**src/cpu_isa_pkg.sv**
```systemverilog
package cpu_isa_pkg;

	// One machine byte, for data, addresses and instruction bytes
	typedef logic [7:0] byte_t;

	// Register code inside an instruction
	typedef logic [3:0] reg_code_t;

	// Codes 0 to 7 name REG0 to REG7, 10 names RFL
	localparam reg_code_t REG_RAX = 4'd9;

	// Instruction opcodes, first byte of every instruction
	typedef enum logic [7:0] {
		OP_HALT = 8'h00,
		OP_NOOP = 8'h01,
		OP_JUMP = 8'h03,
		OP_MATH = 8'h04,
		OP_LDFM = 8'h05,
		OP_LDFI = 8'h06,
		OP_STOM = 8'h09,
		OP_JINZ = 8'h0a,
		OP_JIEQ = 8'h0b,
		OP_JILT = 8'h0c,
		OP_JIGT = 8'h0d
	} opcode_e;

	// ALU operation in the low seven bits of the operation byte
	// Bit 7 of that byte asks for a signed comparison
	typedef enum logic [6:0] {
		ALU_ADD = 7'd0,
		ALU_SUB = 7'd1,
		ALU_AND = 7'd2,
		ALU_OR  = 7'd3,
		ALU_XOR = 7'd4
	} alu_op_e;

	// Bit positions inside RFL
	localparam int unsigned FLAG_CARRY = 0;
	localparam int unsigned FLAG_EQUAL = 1;
	localparam int unsigned FLAG_LESS  = 2;
	localparam int unsigned FLAG_ZERO  = 3;

endpackage

```
**src/cpu_ctrl_pkg.sv**
```systemverilog
package cpu_ctrl_pkg;

	// Internal bus source
	// Values 0 to 7 match the register codes
	typedef enum logic [3:0] {
		SEL_REG0    = 4'd0,
		SEL_REG1    = 4'd1,
		SEL_REG2    = 4'd2,
		SEL_REG3    = 4'd3,
		SEL_REG4    = 4'd4,
		SEL_REG5    = 4'd5,
		SEL_REG6    = 4'd6,
		SEL_REG7    = 4'd7,
		SEL_DATA_IN = 4'd8,
		SEL_RAX     = 4'd9,
		SEL_RFL     = 4'd10,
		SEL_RAM     = 4'd11,
		SEL_RIP     = 4'd12,
		SEL_RIP1    = 4'd13,
		SEL_ZERO    = 4'd14
	} bus_sel_e;

	// Front panel states first, then fetch and one state per opcode
	typedef enum logic [4:0] {
		ST_LOAD_ADDR,
		ST_LOAD_ADDR_WAIT,
		ST_LOAD_DATA,
		ST_LOAD_DATA_WAIT,
		ST_PRE_EXECUTE,
		ST_FETCH,
		ST_INC_RIP,
		ST_HALT,
		ST_NOOP,
		ST_JUMP,
		ST_MATH,
		ST_LDFM,
		ST_LDFI,
		ST_STOM,
		ST_JINZ,
		ST_JIEQ,
		ST_JILT,
		ST_JIGT
	} seq_state_e;

	// Step within a state that holds at 7 once reached
	typedef logic [2:0] step_t;

endpackage

```
**src/cpu_alu.sv**
```systemverilog
`timescale 1ns/1ns

module cpu_alu
	import cpu_isa_pkg::*;
(
	input  byte_t i_a,
	input  byte_t i_b,
	input  byte_t i_op_byte,
	output byte_t o_result,
	output byte_t o_flags
);

	alu_op_e    op;
	logic       is_signed;
	logic [8:0] sum;
	logic [8:0] diff;
	logic       carry;
	logic       less;

	assign op        = alu_op_e'(i_op_byte[6:0]);
	assign is_signed = i_op_byte[7];
	assign sum       = {1'b0, i_a} + {1'b0, i_b};
	// Top bit of the difference is the borrow
	assign diff      = {1'b0, i_a} - {1'b0, i_b};
	assign less      = is_signed ? ($signed(i_a) < $signed(i_b)) : (i_a < i_b);

	always_comb begin
		carry = 1'b0;
		case (op)
			ALU_ADD: begin
				o_result = sum[7:0];
				carry    = sum[8];
			end
			ALU_SUB: begin
				o_result = diff[7:0];
				carry    = diff[8];
			end
			ALU_AND: o_result = i_a & i_b;
			ALU_OR:  o_result = i_a | i_b;
			ALU_XOR: o_result = i_a ^ i_b;
			default: o_result = '0;
		endcase
	end

	always_comb begin
		o_flags             = '0;
		o_flags[FLAG_CARRY] = carry;
		o_flags[FLAG_EQUAL] = (i_a == i_b);
		o_flags[FLAG_LESS]  = less;
		o_flags[FLAG_ZERO]  = (o_result == 8'd0);
	end

endmodule

```
**src/cpu_regfile.sv**
```systemverilog
`timescale 1ns/1ns

module cpu_regfile
	import cpu_isa_pkg::*;
	import cpu_ctrl_pkg::*;
(
	input  logic      i_clk,
	input  logic      i_reset,
	input  byte_t     i_bus,
	input  bus_sel_e  i_bus_sel,
	input  logic      i_reg_we,
	input  reg_code_t i_reg_wsel,
	input  logic      i_load_alu,
	input  byte_t     i_alu_result,
	input  byte_t     i_alu_flags,
	output byte_t     o_reg_rdata,
	output byte_t     o_rax,
	output byte_t     o_rfl
);

	byte_t gpr [8];
	byte_t rax_q;
	byte_t rfl_q;

	always_ff @(posedge i_clk) begin
		if (i_reset) begin
			for (int i = 0; i < 8; i++) begin
				gpr[i] <= '0;
			end
			rax_q <= '0;
			rfl_q <= '0;
		end else if (i_load_alu) begin
			rax_q <= i_alu_result;
			rfl_q <= i_alu_flags;
		end else if (i_reg_we) begin
			// RFL and unused codes are not writable from the bus
			if (i_reg_wsel < 4'd8) begin
				gpr[i_reg_wsel[2:0]] <= i_bus;
			end else if (i_reg_wsel == REG_RAX) begin
				rax_q <= i_bus;
			end
		end
	end

	always_comb begin
		case (i_bus_sel)
			SEL_REG0, SEL_REG1, SEL_REG2, SEL_REG3,
			SEL_REG4, SEL_REG5, SEL_REG6, SEL_REG7: o_reg_rdata = gpr[i_bus_sel[2:0]];
			SEL_RAX: o_reg_rdata = rax_q;
			SEL_RFL: o_reg_rdata = rfl_q;
			default: o_reg_rdata = '0;
		endcase
	end

	assign o_rax = rax_q;
	assign o_rfl = rfl_q;

endmodule

```
**src/cpu_datapath.sv**
```systemverilog
`timescale 1ns/1ns

module cpu_datapath
	import cpu_isa_pkg::*;
	import cpu_ctrl_pkg::*;
(
	input  logic     i_clk,
	input  logic     i_reset,
	input  byte_t    i_data_in,
	input  bus_sel_e i_bus_sel,
	input  logic     i_load_mar,
	input  logic     i_load_rip,
	input  logic     i_write_ram,
	input  byte_t    i_reg_rdata,
	output byte_t    o_bus,
	output byte_t    o_ram_q
);

	byte_t mar_q;
	byte_t rip_q;
	byte_t ram_q;
	byte_t mem [256];

	// Internal bus source
	always_comb begin
		case (i_bus_sel)
			SEL_REG0, SEL_REG1, SEL_REG2, SEL_REG3,
			SEL_REG4, SEL_REG5, SEL_REG6, SEL_REG7,
			SEL_RAX, SEL_RFL: o_bus = i_reg_rdata;
			SEL_DATA_IN:      o_bus = i_data_in;
			SEL_RAM:          o_bus = ram_q;
			SEL_RIP:          o_bus = rip_q;
			SEL_RIP1:         o_bus = rip_q + 8'd1;
			default:          o_bus = '0;
		endcase
	end

	always_ff @(posedge i_clk) begin
		if (i_reset) begin
			mar_q <= '0;
			rip_q <= '0;
		end else begin
			if (i_load_mar) begin
				mar_q <= o_bus;
			end
			if (i_load_rip) begin
				rip_q <= o_bus;
			end
		end
	end

	// Single port RAM whose read data follows MAR by one clock
	always_ff @(posedge i_clk) begin
		if (i_write_ram) begin
			mem[mar_q] <= o_bus;
		end
		ram_q <= mem[mar_q];
	end

	assign o_ram_q = ram_q;

endmodule

```
**src/cpu_decode.sv**
```systemverilog
`timescale 1ns/1ns

module cpu_decode
	import cpu_isa_pkg::*;
	import cpu_ctrl_pkg::*;
(
	input  logic      i_clk,
	input  logic      i_reset,
	input  logic      i_load_addr,
	input  logic      i_load_data,
	input  logic      i_execute,
	input  byte_t     i_ram_q,
	input  byte_t     i_flags,
	output bus_sel_e  o_bus_sel,
	output logic      o_load_mar,
	output logic      o_load_rip,
	output logic      o_write_ram,
	output logic      o_load_alu,
	output logic      o_reg_we,
	output reg_code_t o_reg_wsel,
	output logic      o_waiting,
	output logic      o_take_input
);

	seq_state_e state_q;
	seq_state_e state_d;
	step_t      step_q;
	reg_code_t  code_q;
	logic       code_load;
	logic       branch_taken;

	// Unknown opcodes halt the machine
	function automatic seq_state_e dispatch(input byte_t op);
		case (opcode_e'(op))
			OP_NOOP: return ST_NOOP;
			OP_JUMP: return ST_JUMP;
			OP_MATH: return ST_MATH;
			OP_LDFM: return ST_LDFM;
			OP_LDFI: return ST_LDFI;
			OP_STOM: return ST_STOM;
			OP_JINZ: return ST_JINZ;
			OP_JIEQ: return ST_JIEQ;
			OP_JILT: return ST_JILT;
			OP_JIGT: return ST_JIGT;
			default: return ST_HALT;
		endcase
	endfunction

	always_comb begin
		case (state_q)
			ST_JINZ: branch_taken = !i_flags[FLAG_ZERO];
			ST_JIEQ: branch_taken = i_flags[FLAG_EQUAL];
			ST_JILT: branch_taken = i_flags[FLAG_LESS];
			ST_JIGT: branch_taken = !(i_flags[FLAG_LESS] || i_flags[FLAG_EQUAL]);
			default: branch_taken = 1'b0;
		endcase
	end

	always_comb begin
		state_d = state_q;
		case (state_q)
			ST_LOAD_ADDR: begin
				if (i_load_addr) begin
					state_d = ST_LOAD_ADDR_WAIT;
				end else if (i_execute) begin
					state_d = ST_PRE_EXECUTE;
				end
			end
			ST_LOAD_ADDR_WAIT: state_d = i_load_addr ? ST_LOAD_ADDR_WAIT : ST_LOAD_DATA;
			ST_LOAD_DATA:      state_d = i_load_data ? ST_LOAD_DATA_WAIT : ST_LOAD_DATA;
			ST_LOAD_DATA_WAIT: state_d = i_load_data ? ST_LOAD_DATA_WAIT : ST_LOAD_ADDR;
			ST_PRE_EXECUTE:    state_d = i_execute ? ST_PRE_EXECUTE : ST_FETCH;
			ST_FETCH, ST_INC_RIP: begin
				if (step_q == step_t'(2)) begin
					state_d = dispatch(i_ram_q);
				end
			end
			ST_HALT: state_d = ST_LOAD_ADDR;
			ST_NOOP: state_d = ST_INC_RIP;
			ST_JUMP: begin
				if (step_q == step_t'(2)) begin
					state_d = ST_FETCH;
				end
			end
			ST_MATH, ST_LDFI: begin
				if (step_q == step_t'(3)) begin
					state_d = ST_INC_RIP;
				end
			end
			ST_STOM: begin
				if (step_q == step_t'(4)) begin
					state_d = ST_INC_RIP;
				end
			end
			ST_LDFM: begin
				if (step_q == step_t'(5)) begin
					state_d = ST_INC_RIP;
				end
			end
			// Not taken leaves RIP on the operand, INC_RIP steps past it
			ST_JINZ, ST_JIEQ, ST_JILT, ST_JIGT: begin
				if (step_q == step_t'(0) && !branch_taken) begin
					state_d = ST_INC_RIP;
				end else if (step_q == step_t'(2)) begin
					state_d = ST_FETCH;
				end
			end
			default: state_d = ST_HALT;
		endcase
	end

	always_comb begin
		o_bus_sel    = SEL_DATA_IN;
		o_load_mar   = 1'b0;
		o_load_rip   = 1'b0;
		o_write_ram  = 1'b0;
		o_load_alu   = 1'b0;
		o_reg_we     = 1'b0;
		o_waiting    = 1'b0;
		o_take_input = 1'b0;
		code_load    = 1'b0;
		case (state_q)
			ST_LOAD_ADDR: begin
				o_load_mar = 1'b1;
				o_waiting  = 1'b1;
			end
			ST_LOAD_DATA: begin
				o_write_ram  = 1'b1;
				o_take_input = 1'b1;
			end
			ST_PRE_EXECUTE: begin
				o_bus_sel  = SEL_ZERO;
				o_load_rip = 1'b1;
				o_load_mar = 1'b1;
			end
			ST_FETCH: begin
				if (step_q == step_t'(0)) begin
					o_bus_sel  = SEL_RIP;
					o_load_mar = 1'b1;
				end
			end
			ST_INC_RIP: begin
				if (step_q == step_t'(0)) begin
					o_bus_sel  = SEL_RIP1;
					o_load_rip = 1'b1;
					o_load_mar = 1'b1;
				end
			end
			// Branches also move RIP onto the operand in step 0
			ST_JUMP, ST_JINZ, ST_JIEQ, ST_JILT, ST_JIGT: begin
				if (step_q == step_t'(0)) begin
					o_bus_sel  = SEL_RIP1;
					o_load_mar = 1'b1;
					o_load_rip = (state_q != ST_JUMP);
				end else if (step_q == step_t'(2)) begin
					o_bus_sel  = SEL_RAM;
					o_load_rip = 1'b1;
				end
			end
			ST_MATH, ST_LDFI, ST_LDFM, ST_STOM: begin
				if (step_q <= step_t'(1)) begin
					// Walk RIP over both operand bytes
					o_bus_sel  = SEL_RIP1;
					o_load_rip = 1'b1;
					o_load_mar = 1'b1;
				end else if (step_q == step_t'(2)) begin
					// Register code of byte 1 is on the RAM output now
					code_load = 1'b1;
				end else begin
					case (state_q)
						ST_MATH: begin
							o_bus_sel  = bus_sel_e'(code_q);
							o_load_alu = 1'b1;
						end
						ST_LDFI: begin
							o_bus_sel = SEL_RAM;
							o_reg_we  = 1'b1;
						end
						ST_STOM: begin
							if (step_q == step_t'(3)) begin
								o_bus_sel  = SEL_RAM;
								o_load_mar = 1'b1;
							end else begin
								o_bus_sel   = bus_sel_e'(code_q);
								o_write_ram = 1'b1;
							end
						end
						default: begin
							// LDFM waits one step for the operand read
							o_bus_sel = SEL_RAM;
							if (step_q == step_t'(3)) begin
								o_load_mar = 1'b1;
							end else if (step_q == step_t'(5)) begin
								o_reg_we = 1'b1;
							end
						end
					endcase
				end
			end
			default: begin
				o_bus_sel = SEL_DATA_IN;
			end
		endcase
	end

	assign o_reg_wsel = code_q;

	always_ff @(posedge i_clk) begin
		if (i_reset) begin
			state_q <= ST_LOAD_ADDR;
			step_q  <= '0;
			code_q  <= '0;
		end else begin
			state_q <= state_d;
			if (state_d != state_q) begin
				step_q <= '0;
			end else if (step_q != step_t'(7)) begin
				step_q <= step_q + step_t'(1);
			end
			if (code_load) begin
				code_q <= reg_code_t'(i_ram_q[3:0]);
			end
		end
	end

endmodule

```
**src/cpu_top.sv**
```systemverilog
`timescale 1ns/1ns

module cpu_top
	import cpu_isa_pkg::*;
	import cpu_ctrl_pkg::*;
(
	input  logic  i_clk,
	input  logic  i_reset,
	input  logic  i_load_addr,
	input  logic  i_load_data,
	input  logic  i_execute,
	input  byte_t i_data_in,
	output byte_t o_data_out,
	output logic  o_waiting,
	output logic  o_take_input
);

	bus_sel_e  bus_sel;
	logic      load_mar;
	logic      load_rip;
	logic      write_ram;
	logic      load_alu;
	logic      reg_we;
	reg_code_t reg_wsel;
	byte_t     bus;
	byte_t     ram_q;
	byte_t     reg_rdata;
	byte_t     rax;
	byte_t     rfl;
	byte_t     alu_result;
	byte_t     alu_flags;

	// Panel readback shows the RAM output directly
	assign o_data_out = ram_q;

	cpu_decode u_decode (
		.i_clk        (i_clk),
		.i_reset      (i_reset),
		.i_load_addr  (i_load_addr),
		.i_load_data  (i_load_data),
		.i_execute    (i_execute),
		.i_ram_q      (ram_q),
		.i_flags      (rfl),
		.o_bus_sel    (bus_sel),
		.o_load_mar   (load_mar),
		.o_load_rip   (load_rip),
		.o_write_ram  (write_ram),
		.o_load_alu   (load_alu),
		.o_reg_we     (reg_we),
		.o_reg_wsel   (reg_wsel),
		.o_waiting    (o_waiting),
		.o_take_input (o_take_input)
	);

	cpu_datapath u_datapath (
		.i_clk       (i_clk),
		.i_reset     (i_reset),
		.i_data_in   (i_data_in),
		.i_bus_sel   (bus_sel),
		.i_load_mar  (load_mar),
		.i_load_rip  (load_rip),
		.i_write_ram (write_ram),
		.i_reg_rdata (reg_rdata),
		.o_bus       (bus),
		.o_ram_q     (ram_q)
	);

	// RAM output carries the operation byte during MATH
	cpu_alu u_alu (
		.i_a       (rax),
		.i_b       (bus),
		.i_op_byte (ram_q),
		.o_result  (alu_result),
		.o_flags   (alu_flags)
	);

	cpu_regfile u_regfile (
		.i_clk        (i_clk),
		.i_reset      (i_reset),
		.i_bus        (bus),
		.i_bus_sel    (bus_sel),
		.i_reg_we     (reg_we),
		.i_reg_wsel   (reg_wsel),
		.i_load_alu   (load_alu),
		.i_alu_result (alu_result),
		.i_alu_flags  (alu_flags),
		.o_reg_rdata  (reg_rdata),
		.o_rax        (rax),
		.o_rfl        (rfl)
	);

endmodule

```
**config.mk**
```make
export PLATFORM = sky130hd
export DESIGN_NAME = cpu_top
export DESIGN_NICKNAME = d
export VERILOG_FILES = /design/src/cpu_isa_pkg.sv /design/src/cpu_ctrl_pkg.sv /design/src/cpu_alu.sv /design/src/cpu_regfile.sv /design/src/cpu_datapath.sv /design/src/cpu_decode.sv /design/src/cpu_top.sv
export SDC_FILE = /design/constraint.sdc
export NUM_CORES = 2
export LEC_CHECK = 0
export ABC_CLOCK_PERIOD_IN_PS = 9000
export BUFFER_PORTS_ARGS = -buffer_cell sky130_fd_sc_hd__buf_2
export CAP_MARGIN = 10
export CORE_AREA = 5 5 600 365
export DETAILED_ROUTE_END_ITERATION = 7
export DIE_AREA = 0 0 605 370
export MAX_ROUTING_LAYER = met4
export PLACE_DENSITY_LB_ADDON = 0.12
export SYNTH_ARGS = -nofsm -noshare
export SYNTH_HDL_FRONTEND = slang
export SYNTH_SLANG_ARGS = --single-unit
export TNS_END_PERCENT = 10
```
**constraint.sdc**
```tcl
create_clock -name i_clk -period 9 [get_ports i_clk]
set_clock_uncertainty 0.2 [all_clocks]
set_input_delay 1.8 -clock i_clk [delete_from_list [all_inputs] [get_ports i_clk]]
set_output_delay 1.8 -clock i_clk [all_outputs]
set_load 0.01 [all_outputs]
```
== After elaboration in Yosys (flattened, before gate mapping) ==
Memory sizes are Yosys's and may differ from the RTL's. A register that Yosys moved wholly into a read port is not among the register bits.
Cells that the tools add are included.

* $add $sub $neg: 4
* Order comparisons: 4
* Eq/ne operators: 44
* Multiplexer cells: 74
* Bitwise operators: 3
* Reductions and logical operators: 26

{| class="wikitable"
|+ Operator list
! kind !! count
|-
| $pmux 8 s5 || 2
|-
| $pmux 5 s13 || 1
|-
| $mux 5 || 9
|-
| $eq 5x4->1 const B || 8
|-
| $mux 8 || 5
|-
| $mux 1 || 38
|-
| $eq 4x4->1 const B || 7
|-
| $pmux 8 s3 || 1
|-
| $eq 5x3->1 const B || 4
|-
| $pmux 4 s5 || 1
|-
| $eq 4x3->1 const B || 4
|-
| $lt 8x8->1 || 2
|-
| $mux 4 || 4
|-
| $reduce_or 8->1 || 2
|-
| $eq 7x2->1 const B || 2
|-
| $eq 5x2->1 const B || 2
|-
| $eq 5x5->1 const B || 2
|-
| $reduce_or 10->1 || 1
|-
| $reduce_or 2->1 || 5
|-
| $add 8x8->9 || 1
|-
| $mux 3 || 3
|-
| $sub 8x8->9 || 1
|-
| $add 8x1->8 const B || 1
|-
| $and 8x8->8 || 1
|-
| 35 further kinds || 48
|}

* Register bits after elaboration: 40
* RAM bits: 2112
* ROM bits: 80
* Input port bits: 13
* Output and inout port bits: 10
* Memories: 3

{| class="wikitable"
|+ Memories
! name !! words !! width !! rd ports !! clocked after Yosys merged registers in !! wr ports !! line !! source
|-
| u_datapath.mem || 256 || 8 || 1 || 1 || 1 || cpu_datapath.sv:22 || <nowiki>byte_t mem [256];</nowiki>
|-
| (no name shown) || 16 || 5 || 1 || 0 || 0 || cpu_decode.sv:34 || <nowiki>case (opcode_e'(op))</nowiki>
|-
| u_regfile.gpr || 8 || 8 || 1 || 0 || 8 || cpu_regfile.sv:21 || <nowiki>byte_t gpr [8];</nowiki>
|}

== Logic depth before layout (Yosys ltp) ==
* Word-level depth: 14
* Mapped depth: 24
* Gate-level depth less buffers: 20

== Hierarchy ==
From an unflattened synthesis, not the netlist that was laid out.

* Cell total of the unflattened synthesis: 4462
* Area, all modules: 87333.8 µm²

{| class="wikitable"
|+ By module, submodules not included
! module !! instances !! cells an instance !! area an instance (µm²)
|-
| cpu_datapath || 1 || 3753 || 80537.2
|-
| cpu_regfile || 1 || 295 || 3886.2
|-
| cpu_decode || 1 || 230 || 1590.3
|-
| cpu_alu || 1 || 184 || 1320.0
|}

== Worst setup path after synthesis ==
OpenSTA, ideal clock, no wires.

* Path kind: register -> register
* Start point: register u_decode.step_q[2]
* End point: register u_regfile.rfl_q[3] (netlist: u_regfile.o_rfl[3])
* Setup time: 0.070 ns
* Data arrival time: 7.709 ns
* Required time: 8.730 ns
* Setup slack: 1.021 ns
* Cell stages (with the launch flop): 23
* Period minus slack after synthesis: 7.979 ns
* Cells stage by stage: dfxtp_1 > buf_2 > inv_1 > ha_1 > and4bb_2 > o21ai_2 > o311a_1 > buf_2 > nor3_1 > a222oi_1 > o221ai_1 > nor3_2 > buf_2 > inv_1 > ha_1 > fa_1 > mux4_2 > a32o_1 > nor2_1 > nand2_1 > nor4_1 > nand4_1 > a21oi_1

* Cells in the longest elaborated chain, start to end: 13
* Elaborated cells on any way between the ends: 42
* Classes of those cells: add/sub (2); order compare (1); eq/ne (15); mux (15); bitwise (3); reduce/logical (5); memory (1)

{| class="wikitable"
|+ Ends and longest elaborated chain
! item !! line !! source
|-
| start, declared || cpu_decode.sv:27 || <nowiki>step_t step_q;</nowiki>
|-
| start signal, assigned || cpu_decode.sv:218 || <nowiki>step_q <= step_q + step_t'(1);</nowiki>
|-
| $eq 3x2->1 || cpu_decode.sv:180 || <nowiki>if (step_q == step_t'(3)) begin</nowiki>
|-
| $mux 4 || cpu_decode.sv:180 ||
|-
| $pmux 4 s2 || cpu_decode.sv:170 || <nowiki>case (state_q)</nowiki>
|-
| $mux 4 || cpu_decode.sv:166 || <nowiki>end else if (step_q == step_t'(2)) begin</nowiki>
|-
| $mux 4 || cpu_decode.sv:161 || <nowiki>if (step_q <= step_t'(1)) begin</nowiki>
|-
| $pmux 4 s5 (*) || cpu_decode.sv:122 || <nowiki>case (state_q)</nowiki>
|-
| $eq 4x1->1, or another cell as far along || cpu_regfile.sv:46, cpu_datapath.sv:26 ||
|-
| $reduce_or 8->1 || cpu_regfile.sv:46 || <nowiki>case (i_bus_sel)</nowiki>
|-
| $pmux 8 s3 || cpu_regfile.sv:46 ||
|-
| $pmux 8 s5 (*) || cpu_datapath.sv:26 || <nowiki>case (i_bus_sel)</nowiki>
|-
| net bus[0] || cpu_top.sv:25 || <nowiki>byte_t bus;</nowiki>
|-
| $sub 8x8->9, or another cell as far along || cpu_alu.sv:24 || <nowiki>assign diff = {1'b0, i_a} - {1'b0, i_b};</nowiki>
|-
| $pmux 8 s5 (*) || cpu_alu.sv:29 || <nowiki>case (op)</nowiki>
|-
| $logic_not 8->1 (*) || cpu_alu.sv:50 || <nowiki>o_flags[FLAG_ZERO] = (o_result == 8'd0);</nowiki>
|-
| end signal, assigned || cpu_regfile.sv:34 || <nowiki>rfl_q <= i_alu_flags;</nowiki>
|-
| end, declared || cpu_regfile.sv:23 || <nowiki>byte_t rfl_q;</nowiki>
|}

The timed path passes the listed nets; every way through them passes the cells marked *.
A chain may end at the register's enable or synchronous reset.

== Worst setup path after layout ==
* Start point: register u_decode.state_q[2]
* End point: register u_regfile.rax_q[7] (netlist: u_regfile.o_rax[7])

* Elaborated cells on any way between the ends: 60
* Classes of those cells: add/sub (2); eq/ne (26); mux (19); bitwise (3); reduce/logical (9); memory (1)

{| class="wikitable"
|+ RTL lines
! item !! line !! source
|-
| start, declared || cpu_decode.sv:25 || <nowiki>seq_state_e state_q;</nowiki>
|-
| start signal, assigned || cpu_decode.sv:214 || <nowiki>state_q <= state_d;</nowiki>
|-
| $eq 5x4->1 || cpu_decode.sv:122, cpu_decode.sv:170 ||
|-
| $pmux 4 s2 || cpu_decode.sv:170 ||
|-
| $mux 4 || cpu_decode.sv:166 ||
|-
| $mux 4 || cpu_decode.sv:161 ||
|-
| $pmux 4 s5 (*) || cpu_decode.sv:122 ||
|-
| $eq 4x1->1, or another cell as far along || cpu_regfile.sv:46, cpu_datapath.sv:26 ||
|-
| $reduce_or 8->1 || cpu_regfile.sv:46 ||
|-
| $pmux 8 s3 || cpu_regfile.sv:46 ||
|-
| $pmux 8 s5 (*) || cpu_datapath.sv:26 ||
|-
| net bus[2] || cpu_top.sv:25 ||
|-
| $sub 8x8->9 or $add 8x8->9 (tied branches) || cpu_alu.sv:24, cpu_alu.sv:22 ||
|-
| $pmux 8 s5 (*) || cpu_alu.sv:29 ||
|-
| $mux 8 (*) || cpu_regfile.sv:32 || <nowiki>end else if (i_load_alu) begin</nowiki>
|-
| end signal, assigned || cpu_regfile.sv:33 || <nowiki>rax_q <= i_alu_result;</nowiki>
|-
| end signal, assigned || cpu_regfile.sv:40 || <nowiki>rax_q <= i_bus;</nowiki>
|-
| end, declared || cpu_regfile.sv:22 || <nowiki>byte_t rax_q;</nowiki>
|}

The timed path passes the listed nets; every way through them passes the cells marked *. The select of a mux whose other input is x is not followed.

==> results.md <==
- Largest net degree at the start of global routing: roughly 160
- Top delay family on crit path: compound AO/OA/AOI/OAI gates
- WL final: about 240000 µm
- CTS buffer count: just over 200
- Status: completed
- Critical R2R Launch: u_decode.state_q[2]
- Reg2Reg Setup Slack: about 1700 ps
- GRT Overall Usage: 0.217
- Most frequent cells in the layout: 2112 x edfxtp_1, 649 x mux4_2, 390 x nor2_1
- Final hold violations: 0
- Main synth FF type: edfxtp_1
- Post-cts sizing count: 0
- Crit end category: register
- Via/cell ratio: ~5.9
- RR Endpoint: u_regfile.o_rax[7]
- CP max stage delay: 930 ps
- Global placement routability congestion: 0.919
- Drt wl/cell: between 30 and 40 µm
- Final nets: between 4000 and 5000
- Synthesized area: approximately 87000 µm²
- CP Depth: 17
- Crit path max-delay cell type: a2111oi_0
- CTS H-tree depth: 4
- Syn Inst Count: about 4200
- Critical-path cell list: or3b_1, a21oi_1, o21ai_2, nand2_1, nand4_1, and4_1, a2111oi_4, inv_8, ha_1, and3_1, a2111oi_0, o221ai_1, nor2_1, o2bb2ai_1, o311a_1, nand2b_1, o221ai_1
- Seq/Total Area, Yosys: 0.742
- Clock transition at path regs: approximately 70 ps
- Placed cells: 6931
- Crit path kind: register to register
- Layout Cells excl Fill: around 7300
- #FFs+latches synth: 2160
- DP HPWL: about 150000 µm
- Final WS setup: ~1700 ps
- Vias in the first global route: between 40000 and 50000
- Layout cell share with drive strength beyond 1: 0.252
- Startpoint Class: register
- Actual slew at the worst max-slew pin: between 1000 and 1500 ps
- Area Overhead vs Synth: 11.1%
- Layout fillers: about 18000
- Crit Path Max Fanout: roughly 160
- # IOs: 23
- Synth Warn #: 0
- Initial antenna violation count: 23
- WHS: about 350 ps
- Via count: 43000
- CTS Buffer Depth: 4
- Site row count: ~130
- Syn Area/Cell: roughly 21 µm²
- Final Setup Violations: 0
- Drt drc: 0
- Initial DRC Count: ~5900
- Max Clk Rate: 136 MHz
- End point of the critical path: u_regfile.o_rax[7]
- Final min period: between 7000 and 8000 ps
- DIE WIDTH: 605 µm
- Clk sinks: between 2000 and 2500
- Peak supply drop: roughly 0.00021 V
- Pwr per Cell Area: between 200 and 250 nW/µm²
- CP required: between 9000 and 10000 ps
- Synthesized Nets: between 4000 and 5000
- TritonCTS clock tree: built
- RSZ-0062 raised after global routing: no
- Initial core utilization: 0.406
- Core ar.: 214000 µm²
- Tcrit/Tclk final: 0.816
- Final setup TNS: 0 ps
- Die height: approximately 370 µm
- Input/output buffers: 22
- Setup bufs post-CTS: 0
- GR Overflow Total: 0
- Async set-reset flop share out of synthesis: 0
- # hold bufs at CTS: 0
- Max Cap Viol: 0
- CP dominant cell by count: o221ai_1
- First-pass DRT Iterations: 6
- Final Max Tran Viols: 0
- Worst Hold Class: register to register
- Rel. slew slack: 0.128
- R2R depth: 17
- Worst Hold Depth: 2
- First-pass GRT wire length: 335000 µm
- CP Data Arrival Time: about 8000 ps
- DRT antenna net count: 0
- Crit path from: u_decode.state_q[2]
- Clock latency on the worst-skew pair: 830 ps
- EDFF count, synth: around 2100
- Post-synthesis cell type count: around 100
- Leakage: 28.9 nW
- Pre-CTS setup slack: between 1500 and 2000 ps
- Root Driver: clkbuf_16
- CP bufs+invs: 1
- Commonest non-fill, non-tap cell in the layout: edfxtp_1
- Die area: roughly 220000 µm²
==> tightest hold or removal path: stages, from the launching register on <==
cell      delay [ps]
dfxtp_1          340
nor2_1           110
a211oi_1          50
==> logic make-up (layout without fill, tap and decap cells) <==
kind of cell | Yosys count | after routing | share of synthesized area
and+or+nand+nor | 751 | 751 | 0.0404
DFF | 2160 | 2160 | 0.742
AOI/OAI and AO/OA | 257 | 257 | 0.0227
muxes | 679 | 679 | 0.172
xor gates and xnor gates | 11 | 11 | 0.00120
other | 0 | 4 | 0
buffers and inverters | 294 | 507 | 0.0165
adders and majority gates | 33 | 33 | 0.00493
==> report_power, final <==
part | leakage, nW | switching (mW) | total [mW] | internal (mW)
Sequential | 19.6 | 0.101 | 11.4 | 11.3
Combinational | 6.36 | 1.73 | 2.70 | 0.962
Clock | 2.99 | 3.70 | 8.28 | 4.58
==> metrics by stage <==
step	power, mW	utilization	area (µm²)
after floorplan	13.3	-	86700
after global placement	14.3	0.422	90200
after detailed placement	14.3	0.422	90200
after CTS	22.6	0.451	96400
after global routing	23.1	0.451	96400
final	22.4	0.451	96400
==> final cells by class <==
| type | instances | area (µm²) | area share |
|---|---|---|---|
| diodes | 4 | 10.0 | 0.000104 |
| clock buffers | 252 | 5350 | 0.0555 |
| clock inverters | 96 | 790 | 0.00819 |
| inverters | 42 | 218 | 0.00226 |
| multi-input cells | 1731 | 21000 | 0.218 |
| flip-flops and latches | 2160 | 64400 | 0.668 |
| well taps | 2881 | 3600 | 0.0374 |
| repair buffers | 117 | 961 | 0.00997 |
==> Yosys cell counts (13+ instances only) <==
master	instances	share of area
buf_6	23	0.0030
buf_2	62	0.0036
nand2_1	115	0.0050
o211ai_1	13	0.0011
nor3_1	21	0.0012
nand3_1	41	0.0024
a211oi_1	21	0.0018
mux2i_1	24	0.0028
inv_1	37	0.0016
a21oi_1	47	0.0027
nand2b_1	30	0.0022
edfxtp_1	2112	0.73
nor4_1	16	0.0012
nor2b_1	39	0.0028
buf_4	20	0.0017
o21ai_0	33	0.0019
buf_1	15	0.00065
mux4_2	649	0.17
nor2_1	390	0.017
nand4_1	21	0.0015
ha_1	31	0.0045
clkbuf_1	131	0.0057
a31oi_1	17	0.0012
dfxtp_1	48	0.011
==> routing by layer <==
metal | GRT usage | vias to the layer above | part of all wire
met5 | - | - | 0
met4 | 0.0377 | 0 | 0.017
met3 | 0.0491 | 285 | 0.092
met2 | 0.268 | 1872 | 0.39
met1 | 0.362 | 23400 | 0.50
li1 | - | 17500 | -
==> registers in the layout, indices dropped and copies added, names as in the netlist <==
name	count
u_datapath.rip_q	8
u_datapath.mar_q	8
u_decode.step_q	3
u_decode.state_q	5
u_datapath.mem	2048
u_datapath.o_ram_q	8
u_decode.o_reg_wsel	4
u_regfile.o_rax	8
u_regfile.gpr	64
u_regfile.o_rfl	4
==> worst min path at each step <==
stage	endpoint	from	slack, ps
global placement	u_datapath.rip_q[7]	u_datapath.rip_q[7]	330
finish	u_datapath.rip_q[7]	u_datapath.rip_q[7]	350
detailed placement	u_datapath.rip_q[7]	u_datapath.rip_q[7]	340
CTS	u_datapath.rip_q[7]	u_datapath.rip_q[7]	350
floorplan	u_regfile.o_rfl[3]	u_regfile.o_rfl[3]	250
global route	u_regfile.o_rfl[3]	u_regfile.o_rfl[3]	380
(Power assumes the default switching activity.)
